<file path="config.mk">
export PLATFORM = sky130hd
export DESIGN_NAME = runnerSprite
export DESIGN_NICKNAME = d
export VERILOG_FILES = /design/src/design/runnerPkg.sv /design/src/design/pixelIf.sv /design/src/design/pixelFifo.sv /design/src/design/runnerDraw.sv /design/src/design/runnerSprite.sv /design/src/design/scanWriter.sv
export SDC_FILE = /design/constraint.sdc
export NUM_CORES = 1
export LEC_CHECK = 0
export BUFFER_PORTS_ARGS = -buffer_cell sky130_fd_sc_hd__buf_2
export CAP_MARGIN = 20
export CORE_AREA = 2 2 253 255
export DETAILED_ROUTE_END_ITERATION = 7
export DIE_AREA = 0 0 255 257
export GPL_TIMING_DRIVEN = 0
export PLACE_DENSITY = 0.46
export SYNTH_ARGS = -nofsm -noshare
export SYNTH_HDL_FRONTEND = slang
export SYNTH_SLANG_ARGS = --single-unit
</file>
<file path="constraint.sdc">
create_clock -name Clk50 -period 13.04 [get_ports Clk50]
set_input_delay 1.304 -clock Clk50 [delete_from_list [all_inputs] [get_ports Clk50]]
set_output_delay 1.304 -clock Clk50 [all_outputs]
set_load 0.1 [all_outputs]
</file>
<file path="src/design/runnerPkg.sv">
`default_nettype none

package runnerPkg;

	// screen coordinate and sprite ROM word address
	typedef logic [9:0] coordT;
	typedef logic [17:0] addrT;

	typedef enum logic [1:0]
	{
		TITLE   = 2'd0,
		PLAYING = 2'd1,
		OVER    = 2'd2
	} gameStateT;

	// one queued pixel request, last marks the end of a window
	typedef struct packed
	{
		coordT x;
		coordT y;
		logic  last;
	} pixelReqT;

	// runner sprite geometry
	localparam int SPRITE_W = 88;
	localparam int SPRITE_H = 94;

	// animation toggles once every this many frame ticks
	localparam int FRAMES_PER_STEP = 10;
	localparam int FRAME_CNT_W = $clog2(FRAMES_PER_STEP + 1);

	// coordinate buffer between writer and drawer
	localparam int FIFO_DEPTH = 8;
	localparam int FIFO_AW = $clog2(FIFO_DEPTH);

	// sprite image start addresses in the ROM
	localparam addrT BASE_RUN1 = 18'd191323;
	localparam addrT BASE_RUN3 = 18'd207867;
	localparam addrT BASE_RUN4 = 18'd216139;
	localparam addrT BASE_DIE = 18'd46904;

	// alternate character images
	localparam addrT BASE_ALT3 = 18'd233303;
	localparam addrT BASE_ALT4 = 18'd241575;
	localparam addrT BASE_ALTDIE = 18'd249847;

	// easter-egg code for the alternate character
	localparam logic [7:0] EGG_ALT = 8'd1;

endpackage

`default_nettype wire

</file>
<file path="src/design/pixelIf.sv">
`timescale 1ns/1ps
`default_nettype none

// valid/ready stream of screen coordinates
interface pixelIf;
	import runnerPkg::*;

	logic  valid;
	logic  ready;
	coordT x;
	coordT y;
	logic  last;

	modport source
	(
		output valid,
		output x,
		output y,
		output last,
		input  ready
	);

	modport sink
	(
		input  valid,
		input  x,
		input  y,
		input  last,
		output ready
	);

endinterface

`default_nettype wire

</file>
<file path="src/design/pixelFifo.sv">
`timescale 1ns/1ps
`default_nettype none

module pixelFifo
(
	input  wire logic Clk50,
	input  wire logic rst,
	pixelIf.sink      snk,
	pixelIf.source    src
);
	import runnerPkg::*;

	pixelReqT           mem [0:FIFO_DEPTH-1];
	logic [FIFO_AW-1:0] wrPtr;
	logic [FIFO_AW-1:0] rdPtr;
	logic [FIFO_AW:0]   count;
	logic               push;
	logic               pop;
	pixelReqT           head;

	assign snk.ready = (count != (FIFO_AW + 1)'(FIFO_DEPTH));
	assign push = snk.valid && snk.ready;
	assign pop = src.valid && src.ready;

	// head entry is a storage register, so a write shows up a cycle later
	assign head = mem[rdPtr];
	assign src.valid = (count != '0);
	assign src.x = head.x;
	assign src.y = head.y;
	assign src.last = head.last;

	always_ff @(posedge Clk50)
	begin
		if (push)
			mem[wrPtr] <= '{x: snk.x, y: snk.y, last: snk.last};
	end

	always_ff @(posedge Clk50)
	begin
		if (rst)
		begin
			wrPtr <= '0;
			rdPtr <= '0;
			count <= '0;
		end
		else
		begin
			if (push)
				wrPtr <= wrPtr + 1'b1;
			if (pop)
				rdPtr <= rdPtr + 1'b1;
			// count only moves when one side is idle
			case ({push, pop})
				2'b10: count <= count + 1'b1;
				2'b01: count <= count - 1'b1;
				default: count <= count;
			endcase
		end
	end

endmodule

`default_nettype wire

</file>
<file path="src/design/runnerDraw.sv">
`timescale 1ns/1ps
`default_nettype none

module runnerDraw
(
	input  wire logic                Clk50,
	input  wire logic                rst,
	input  wire logic                frameTick,
	input  wire runnerPkg::coordT    posX,
	input  wire runnerPkg::coordT    posY,
	input  wire logic                dead,
	input  wire runnerPkg::gameStateT gameState,
	input  wire logic [7:0]          eggCode,
	input  wire logic                outReady,
	pixelIf.sink                     snk,
	output logic                     outValid,
	output runnerPkg::coordT         outX,
	output runnerPkg::coordT         outY,
	output logic                     outLast,
	output logic                     runnerOn,
	output runnerPkg::addrT          address
);
	import runnerPkg::*;

	logic [FRAME_CNT_W-1:0] frameCount;
	logic runPhase3;
	logic altChar;
	logic take;
	logic inX;
	logic inY;
	addrT baseAddr;
	addrT distX;
	addrT distY;
	addrT nextAddr;

	// animation phase, starts on frame 3
	always_ff @(posedge Clk50)
	begin
		if (rst)
		begin
			frameCount <= FRAME_CNT_W'(1);
			runPhase3 <= 1'b1;
		end
		else if (frameTick)
		begin
			if (frameCount == FRAME_CNT_W'(FRAMES_PER_STEP))
			begin
				runPhase3 <= ~runPhase3;
				frameCount <= FRAME_CNT_W'(1);
			end
			else
				frameCount <= frameCount + 1'b1;
		end
	end

	assign altChar = (eggCode == EGG_ALT);

	// sprite image selection
	always_comb
	begin
		if (gameState == TITLE)
			baseAddr = BASE_RUN1;
		else if (gameState == OVER || dead)
			baseAddr = altChar ? BASE_ALTDIE : BASE_DIE;
		else if (altChar)
			baseAddr = runPhase3 ? BASE_ALT3 : BASE_ALT4;
		else
			baseAddr = runPhase3 ? BASE_RUN3 : BASE_RUN4;
	end

	// offsets wrap modulo 2^18, only used when the sprite covers the pixel
	assign distX = addrT'(snk.x) - addrT'(posX);
	assign distY = addrT'(snk.y) - addrT'(posY);
	assign nextAddr = baseAddr + distY * addrT'(SPRITE_W) + distX;

	// 11 bits so the right and bottom edges never wrap
	assign inX = (snk.x >= posX) && (11'(snk.x) < 11'(posX) + 11'(SPRITE_W));
	assign inY = (snk.y >= posY) && (11'(snk.y) < 11'(posY) + 11'(SPRITE_H));

	// stage is free when empty or draining this cycle
	assign snk.ready = !outValid || outReady;
	assign take = snk.valid && snk.ready;

	always_ff @(posedge Clk50)
	begin
		if (rst)
			outValid <= 1'b0;
		else if (snk.ready)
			outValid <= snk.valid;
	end

	always_ff @(posedge Clk50)
	begin
		if (take)
		begin
			outX <= snk.x;
			outY <= snk.y;
			outLast <= snk.last;
			runnerOn <= inX && inY;
			address <= nextAddr;
		end
	end

endmodule

`default_nettype wire

</file>
<file path="src/design/runnerSprite.sv">
`timescale 1ns/1ps
`default_nettype none

module runnerSprite
(
	input  wire logic                 Clk50,
	input  wire logic                 rst,
	input  wire logic                 scanStart,
	input  wire runnerPkg::coordT     winX,
	input  wire runnerPkg::coordT     winY,
	input  wire runnerPkg::coordT     winW,
	input  wire runnerPkg::coordT     winH,
	output logic                      scanBusy,
	input  wire logic                 frameTick,
	input  wire runnerPkg::coordT     posX,
	input  wire runnerPkg::coordT     posY,
	input  wire logic                 dead,
	input  wire runnerPkg::gameStateT gameState,
	input  wire logic [7:0]           eggCode,
	input  wire logic                 outReady,
	output logic                      outValid,
	output runnerPkg::coordT          outX,
	output runnerPkg::coordT          outY,
	output logic                      outLast,
	output logic                      runnerOn,
	output runnerPkg::addrT           address
);

	// writer to buffer, buffer to drawer
	pixelIf scanToFifo ();
	pixelIf fifoToDraw ();

	scanWriter writer0
	(
		.Clk50     (Clk50),
		.rst       (rst),
		.scanStart (scanStart),
		.winX      (winX),
		.winY      (winY),
		.winW      (winW),
		.winH      (winH),
		.scanBusy  (scanBusy),
		.src       (scanToFifo.source)
	);

	pixelFifo fifo0
	(
		.Clk50 (Clk50),
		.rst   (rst),
		.snk   (scanToFifo.sink),
		.src   (fifoToDraw.source)
	);

	runnerDraw draw0
	(
		.Clk50     (Clk50),
		.rst       (rst),
		.frameTick (frameTick),
		.posX      (posX),
		.posY      (posY),
		.dead      (dead),
		.gameState (gameState),
		.eggCode   (eggCode),
		.outReady  (outReady),
		.snk       (fifoToDraw.sink),
		.outValid  (outValid),
		.outX      (outX),
		.outY      (outY),
		.outLast   (outLast),
		.runnerOn  (runnerOn),
		.address   (address)
	);

endmodule

`default_nettype wire

</file>
<file path="src/design/scanWriter.sv">
`timescale 1ns/1ps
`default_nettype none

module scanWriter
(
	input  wire logic           Clk50,
	input  wire logic           rst,
	input  wire logic           scanStart,
	input  wire runnerPkg::coordT winX,
	input  wire runnerPkg::coordT winY,
	input  wire runnerPkg::coordT winW,
	input  wire runnerPkg::coordT winH,
	output logic                scanBusy,
	pixelIf.source              src
);
	import runnerPkg::*;

	logic  busy;
	logic  startScan;
	logic  xfer;
	logic  isLast;
	coordT startX;
	coordT lastCol;
	coordT lastRow;
	coordT colX;
	coordT rowY;

	// empty windows produce nothing, so they never start a scan
	assign startScan = scanStart && !busy && (winW != '0) && (winH != '0);
	assign xfer = busy && src.ready;
	assign isLast = (colX == lastCol) && (rowY == lastRow);

	assign scanBusy = busy;
	assign src.valid = busy;
	assign src.x = colX;
	assign src.y = rowY;
	assign src.last = isLast;

	always_ff @(posedge Clk50)
	begin
		if (rst)
			busy <= 1'b0;
		else if (startScan)
			busy <= 1'b1;
		else if (xfer && isLast)
			busy <= 1'b0;
	end

	// window capture and raster stepping
	always_ff @(posedge Clk50)
	begin
		if (startScan)
		begin
			startX <= winX;
			lastCol <= winX + winW - 10'd1;
			lastRow <= winY + winH - 10'd1;
			colX <= winX;
			rowY <= winY;
		end
		else if (xfer)
		begin
			if (colX == lastCol)
			begin
				// wrap to the next row
				colX <= startX;
				rowY <= rowY + 10'd1;
			end
			else
				colX <= colX + 10'd1;
		end
	end

endmodule

`default_nettype wire

</file>
# --- After elaboration in Yosys (flattened, before gate mapping) ---
# Memories as Yosys holds them, arrays and structs flattened. A register that Yosys moved wholly into a read port is not among the register bits.
# Index checks and enable logic that the tools add are counted.
word_totals:
  ram_bits: 168
  regBits: 107
  mem_count: 1
  output_inout_bits: 42
  input_bits: 76
  wordCells: 93
classes:
  eq_ne: 8
  n_reduce_logical: 24
  multipliers: 1
  magnitude_cmp: 4
  bitwise_logic: 1
  add_sub_neg: 17
  n_mux: 20
memory_table:
  columns: ["memory", "words", "word_bits", "read_ports", "rd_ports_with_merged_regs", "write_ports", "line", "rtl"]
  rows:
  - ["fifo0.mem", 8, 21, 1, 1, 1, "pixelFifo.sv:13", "pixelReqT mem [0:FIFO_DEPTH-1];"]
op_table:
  columns: ["op", "count"]
  rows:
  - ["$mux W18", 4]
  - ["$mux W10", 6]
  - ["$add A18 B18 Y18", 2]
  - ["$add A10 B7 Y11 const B", 2]
  - ["$lt A10 B11 Y1", 2]
  - ["$sub A10 B10 Y11", 2]
  - ["$add A10 B1 Y10 const B", 2]
  - ["$add A10 B10 Y10", 2]
  - ["$eq A10 B10 Y1", 2]
  - ["$ge A10 B10 Y1", 2]
  - ["$reduce_bool A10 Y1", 2]
  - ["$sub A10 B1 Y10 const B", 2]
  - ["$mul A18 B4 Y15 const B", 1]
  - ["$mux W15", 1]
  - ["$mux W14", 1]
  - ["$logic_and A1 B1 Y1", 10]
  - ["$add A4 B1 Y4 const B", 2]
  - ["$eq A8 B1 Y1 const B", 1]
  - ["$pmux W4 S2", 1]
  - ["$reduce_bool A2 Y1", 4]
  - ["$add A3 B1 Y3 const B", 2]
  - ["$mux W3", 2]
  - ["$eq A2 B2 Y1 const B", 2]
  - ["$eq A4 B4 Y1 const B", 1]
  - ["11 further kinds", 17]

# --- Logic depth before layout (Yosys ltp) ---
# Gate-level depths: netlist (run 1).
depth:
  ltp_word: 6
  mapped_depth: 31
  depth_no_buf: 29

# --- By module ---
# From an unflattened synthesis (run 1), not the netlist that was laid out.
hier_totals:
  cells_unflattened: 1255
  area_unflattened_um2: 15941.5
by_module_without_submodules:
  columns: ["mod", "area_each_um2", "cells_each", "n_inst"]
  rows:
  - ["pixelFifo", 7076.8, 317, 1]
  - ["runnerDraw", 5316.3, 580, 1]
  - ["scanWriter", 3548.4, 358, 1]

# --- Least setup slack after synthesis (run 1) ---
# Ideal clock, no wire load.
synth_timing:
  path_type: "register to register"
  from: "register with a tool-made name"
  to: "register draw0.address[16] (data pin)"
  arrival_time_ps: 6601
  required_ps: 12779
  period_less_slack_ps: 6862
  path_buffers: 2
  path_stages_with_launch: 29
  slack_ps: 6178
  cell_sequence: "dfxtp_1 > clkbuf_1 > buf_2 > mux4_2 > mux2i_1 > ha_1 > inv_1 > fa_1 > a21oi_1 > and2b_1 > nor2_1 > xnor2_1 > ha_1 > inv_1 > fa_1 > inv_1 > ha_1 > o21a_1 > o31a_1 > a21o_1 > fa_1 > inv_1 > ha_1 > nor2b_1 > or4_1 > o21a_1 > a21oi_2 > o21ai_2 > a311o_1"
synth_rtl:
  columns: ["item", "line", "rtl"]
  rows:
  - ["end signal: assignment", "runnerDraw.sv:100", "address <= nextAddr;"]
  - ["end: declaration", "runnerDraw.sv:21", "output runnerPkg::addrT address"]

==> results of run 1 <==
==> worst min-delay path, stage by stage (launching register included) <==
cell and delay [ns]:
dfxtp_1 0.31, nand2b_1 0.08, a21oi_1 0.06
==> cells in the mapped netlist (19+ instances only) <==
cell,n
ha_1,127
fa_1,28
xnor2_1,73
mux4_2,42
mux2_2,19
nor2_1,61
dfxtp_1,20
o21ai_0,59
a21oi_1,58
xor2_1,43
nand2_1,73
edfxtp_1,258
inv_1,171
==> sequential cells by signal (all words and copies together), names as in the netlist, named ones only <==
signal and cells:
draw0.address 18, draw0.frameCount 4, draw0.outLast 1, draw0.outValid 1
draw0.outX 10, draw0.outY 10, draw0.runPhase3 1, draw0.runnerOn 1
fifo0.count 4, fifo0.mem 168, fifo0.rdPtr 3, fifo0.wrPtr 3
writer0.lastCol 10, writer0.lastRow 10, writer0.scanBusy 1, writer0.src.x 10
writer0.src.y 10, writer0.startX 10
==> layout make-up <==
class	count	area share
plain buffers	20	0.00438
clock buffers	36	0.0463
clock inverters	23	0.0125
inverters	173	0.0350
multi-input cells	763	0.366
flip-flops and latches	278	0.439
well taps	846	0.0571
repair buffers	131	0.0396
==> per-stage QoR <==
stage / std cells / hold slack, ns / util / cell area [µm²]
4_1_cts: 2268 / 0.500 / 0.295 / 18500
6_report: 2270 / 0.501 / 0.296 / 18500
3_3_place_gp: 2196 / 0.472 / 0.275 / 17200
2_1_floorplan: 1234 / 0.459 / - / 15600
3_5_place_dp: 2209 / 0.488 / 0.278 / 17400
5_1_grt: 2270 / 0.525 / 0.296 / 18500
==> layer usage <==
| metal | up-vias | part of all wire | track usage |
|---|---|---|---|
| li1 | 4741 | - | - |
| met1 | 4792 | 0.45 | 0.149 |
| met2 | 165 | 0.49 | 0.200 |
| met3 | 51 | 0.039 | 0.0207 |
| met4 | 0 | 0.021 | 0.0309 |
| met5 | - | 0 | 0 |
==> logic make-up (layout without fill, tap and decap cells) <==
family,Yosys count,after routing,synth area share
buffers and inverters,193,383,0.0467
AOI/OAI and AO/OA,197,197,0.0815
adders and majority gates,155,155,0.138
and+or+nand+nor,228,228,0.0683
xor gates and xnor gates,116,116,0.0651
DFF,278,278,0.522
muxes,67,67,0.0785
==> how the worst max path moves through the flow <==
| stage | start | endpoint | slack (ns) | depth (start not counted) |
|---|---|---|---|---|
| finish | register | draw0.address[16] | 5.04 | 28 |
| global route | register | draw0.address[16] | 4.62 | 28 |
| CTS | register | draw0.address[16] | 4.93 | 28 |
| detailed placement | register | draw0.address[16] | 4.95 | 28 |
| global placement | register | draw0.address[16] | 4.94 | 28 |
| floorplan | register | draw0.address[16] | 6.18 | 28 |
==> layout by cell type (no fill, tap or decap), types with 3 or more instances in the layout <==
master and instances:
nor2b_1 14, dfxtp_1 20, ha_1 127, and3_1 4, a21oi_2 4, inv_1 171
mux2_2 19, clkinv_1 8, clkbuf_1 17, nor3_2 4, a21o_1 17, nor2_1 58
nor4_1 10, o21a_1 15, o21ai_0 59, xor2_1 43, mux4_2 42, buf_6 5
nand2_1 73, o21ai_1 6, mux2i_1 5, o21bai_1 6, buf_4 5, nand2b_1 14
nand4_1 7, nand3_1 16, buf_2 122, a21oi_1 58, xnor2_1 73, clkbuf_16 34
fa_1 28, clkinv_2 6, bufinv_16 3, nor3_1 10, edfxtp_1 258, a211oi_1 4
nor2_4 3
==> results.toml, run 1 <==
[sta]
setup_slack_ns = 5.04
maxSlewViolCount = 0
rsz0062_at_grt = "no"
setup_tns_ns = 0
worstMarginPinSlew_ns = 0.972
skew_ns = 0.0241
slew_headroom = 0.347
setup_viol = 0
fin_crit_ns = 8.00
clock.fmax_mhz = 125
hold_viol = 0
post-route-period-util = 0.614

[detailed_routing]
wire_per_inst_um = 16.7
drc = 0
first_pass_iters = 5
wl_mm = 37.9
drtAntennaViolNets = 0
vias = 9749
drt_iter0_markers = 561
vias_per_cell = 4.29

[global_route]
grt_use_total = 0.116
grt_overflow = 0
antenna_found_initial = 0
grt_pass1_vias = 9980
grt_pass1_wl_mm = 57.8
grt_start_max_net_pins = 40

[synthesis]
synth_top_area_share = 0.496
ys_ff_latch = 278
yosysWarnings = 0
postSynthAreaPerCell_um2 = 12.6
synth_flop_cell = "edfxtp_1"
synth_fp_nets = 1465
synthDistinctLibCells = 63
netlist_area_um2 = 15600
synth_area_leader_cell = "edfxtp_1"
synth.area.top_cells = "edfxtp_1 (50%), ha_1 (10%), mux4_2 (6.1%)"
synth_cells = 1234
ys_async_sr_fraction = 0
synth-edff-count = 258
seq_area_frac_synth = 0.522

[min_path]
whs_path_depth = 2
hold_path_end = "draw0.outValid"
min_from = "draw0.outValid"
hp-class = "reg -> reg"

[final_layout]
multi_input_area_um2 = 6790
insertedDiodeCount = 0
fin_nets = 1632
syn_to_final_growth_pct = 18.8
register_area_um2 = 8150
drive_above_1_share = 0.194
fillers = 6434

[clock_tree]
cts_root_buffer = "clkbuf_16"
cts_tree = "built"
cts_resized = 0
path_clk_slew_ns = 0.06
postCtsSetupBuffers = 0
cts_buffer_depth = 3
cts_inserted_buffers = 34
insertion_delay_ns = 0.55
cts_max_level = 2
cts_hold_buf = 0
clkSinkCount = 278

[worst_setup_path]
cp.arrival_ns = 8.28
worstRegToRegCells = 28
critPathMaxFanout = 10
rr_endpoint = "draw0.address[16]"
crit_family = "adder cells"
worst_setup_path_start_kind = "register"
crit_type = "reg -> reg"
critPathRequiredTime_ns = 13.32
slowest_delay_ns = 0.56
end_kind = "register"
r2r_slack_ns = 5.04
critPathBufInv = 6
crit_slowest_cell = "mux4_2"

[floorplan]
floorplan.initialDensity = 0.249
die_w_um = 255
io_pins = 118
fp.dieArea_um2 = 65500
core_um2 = 62700
die_y_um = 257
rows = 92

[place]
gp_congestion = 0.805
pre_cts_ws_ns = 4.95
place_hpwl_mm = 28.8
port_buffers = 116

[flow_run]
drv_cap = 0

[run_status]
status = "finished clean"
Power of run 1 is not shown: default switching activity piles up to over one toggle a cycle in this logic, so the estimate is an artifact.
==> inputs of run 2 (changes only) <==
Clock period 13.04 ns to 8 ns, I/O delays scaled along.
==> results.toml, run 2 (synthesis gave the netlist of run 1 again) <==
[run_status]
status = "finished clean"

[worst_setup_path]
cp.arrival_ns = 7.88
end_kind = "register"
crit_family = "adder cells"
crit_slowest_cell = "mux4_2"
slowest_delay_ns = 0.55
crit_type = "reg -> reg"
critPathRequiredTime_ns = 8.28
worst_setup_path_start_kind = "register"
critPathMaxFanout = 10
critPathBufInv = 5

[floorplan]
die_y_um = 257
rows = 92
fp.dieArea_um2 = 65500
floorplan.initialDensity = 0.249
core_um2 = 62700
io_pins = 118
die_w_um = 255

[sta]
setup_viol = 0
slew_headroom = 0.324
rsz0062_at_grt = "no"
fin_crit_ns = 7.60
clock.fmax_mhz = 132
hold_viol = 0
maxSlewViolCount = 0
post-route-period-util = 0.950
worstMarginPinSlew_ns = 1.01
setup_tns_ns = 0
skew_ns = 0.0239

[clock_tree]
postCtsSetupBuffers = 0
cts_hold_buf = 0
cts_max_level = 2
path_clk_slew_ns = 0.06
insertion_delay_ns = 0.55
cts_root_buffer = "clkbuf_16"
cts_inserted_buffers = 34
cts_tree = "built"
cts_buffer_depth = 3
clkSinkCount = 278

[final_layout]
fin_cells = 2269
largest_register_ffs = 168
fillers = 6432
largest-register = "fifo0.mem"
final_cell_mix = "edfxtp_1 (258), inv_1 (171), ha_1 (127)"
mostFrequentLayoutCell = "edfxtp_1"
fin_nets = 1631
reg.largest.list = "fifo0.mem (168), draw0.address (18)"
fin_util = 0.296
insertedDiodeCount = 0
drive_above_1_share = 0.195
syn_to_final_growth_pct = 18.9

[place]
gp_congestion = 0.805
place_hpwl_mm = 28.8
port_buffers = 116
dp_cells = 2209

[detailed_routing]
drc = 0
wire_per_inst_um = 16.7
drtAntennaViolNets = 0
vias = 9743
vias_per_cell = 4.29
wl_mm = 37.9
first_pass_iters = 7
drt_iter0_markers = 593

[flow_run]
drv_cap = 0

[min_path]
hp-class = "in -> reg"

[global_route]
top_usage_layer = "met2"
grt_use_total = 0.116
antenna_found_initial = 0
use_met3 = 0.0207
use_met1 = 0.149
grt_start_max_net_pins = 40
grt_overflow = 0
grt_pass1_wl_mm = 57.8
grt_pass1_vias = 9985
grtUsageMet2 = 0.200
run 2: final timing paths:
kind | from | end | slack [ns] | depth (start not counted)
hold / removal | winX[7] | writer0.startX[7] | 0.46 | 1
hold reg to reg | draw0.frameCount[3] | draw0.frameCount[3] | 0.50 | 2
setup reg to reg | register | draw0.address[16] | 0.40 | 27
setup / recovery | register | draw0.address[16] | 0.40 | 27
run 2: worst register-to-register path, cell delays in order, from the launching register on:
cell     delay (ns)
dfxtp_1        0.48
buf_4          0.31
mux4_2         0.55
mux2i_2        0.38
ha_1           0.24
inv_1          0.07
fa_1           0.42
a21oi_1        0.28
and2b_1        0.22
nor2_1         0.10
xnor2_1        0.16
ha_1           0.33
inv_1          0.05
fa_1           0.49
inv_1          0.04
ha_1           0.33
o21a_1         0.21
o31a_1         0.14
a21o_1         0.20
fa_1           0.54
inv_1          0.04
ha_1           0.34
nor2b_1        0.16
or4_1          0.40
o21a_1         0.22
a21oi_2        0.18
o21ai_2        0.09
a311o_1        0.35
run 2: cell type report:
| cell class | instances | area [µm²] | area share |
|---|---|---|---|
| Tap cell | 846 | 1060 | 0.0571 |
| Clock inverter | 23 | 233 | 0.0125 |
| Buffer | 19 | 81.3 | 0.00438 |
| Timing Repair Buffer | 131 | 734 | 0.0396 |
| Clock buffer | 36 | 858 | 0.0463 |
| Inverter | 173 | 649 | 0.0350 |
| Multi-Input combinational cell | 763 | 6790 | 0.366 |
| Sequential cell | 278 | 8150 | 0.439 |
run 2: through the flow:
step	area (µm²)	hold WS (ns)	setup slack, ns
4_1_cts	18500	0.427	0.0266
5_1_grt	18600	0.437	0.0135
2_1_floorplan	15600	0.459	1.14
3_5_place_dp	17400	0.488	-0.0908
3_3_place_gp	17200	0.472	-0.0964
6_report	18600	0.461	0.397
run 2: metal layers:
layer	vias to the layer above	share of wire
li1	4738	-
met1	4775	0.45
met2	180	0.49
met3	50	0.040
met4	0	0.020
met5	-	0
run 2: repair_timing:
action                     4_1_cts  5_1_grt
setup endpoints to repair        1        4
gates cloned                     0        0
gates resized for setup          1        4
Power of run 2 is left out for the same reason.
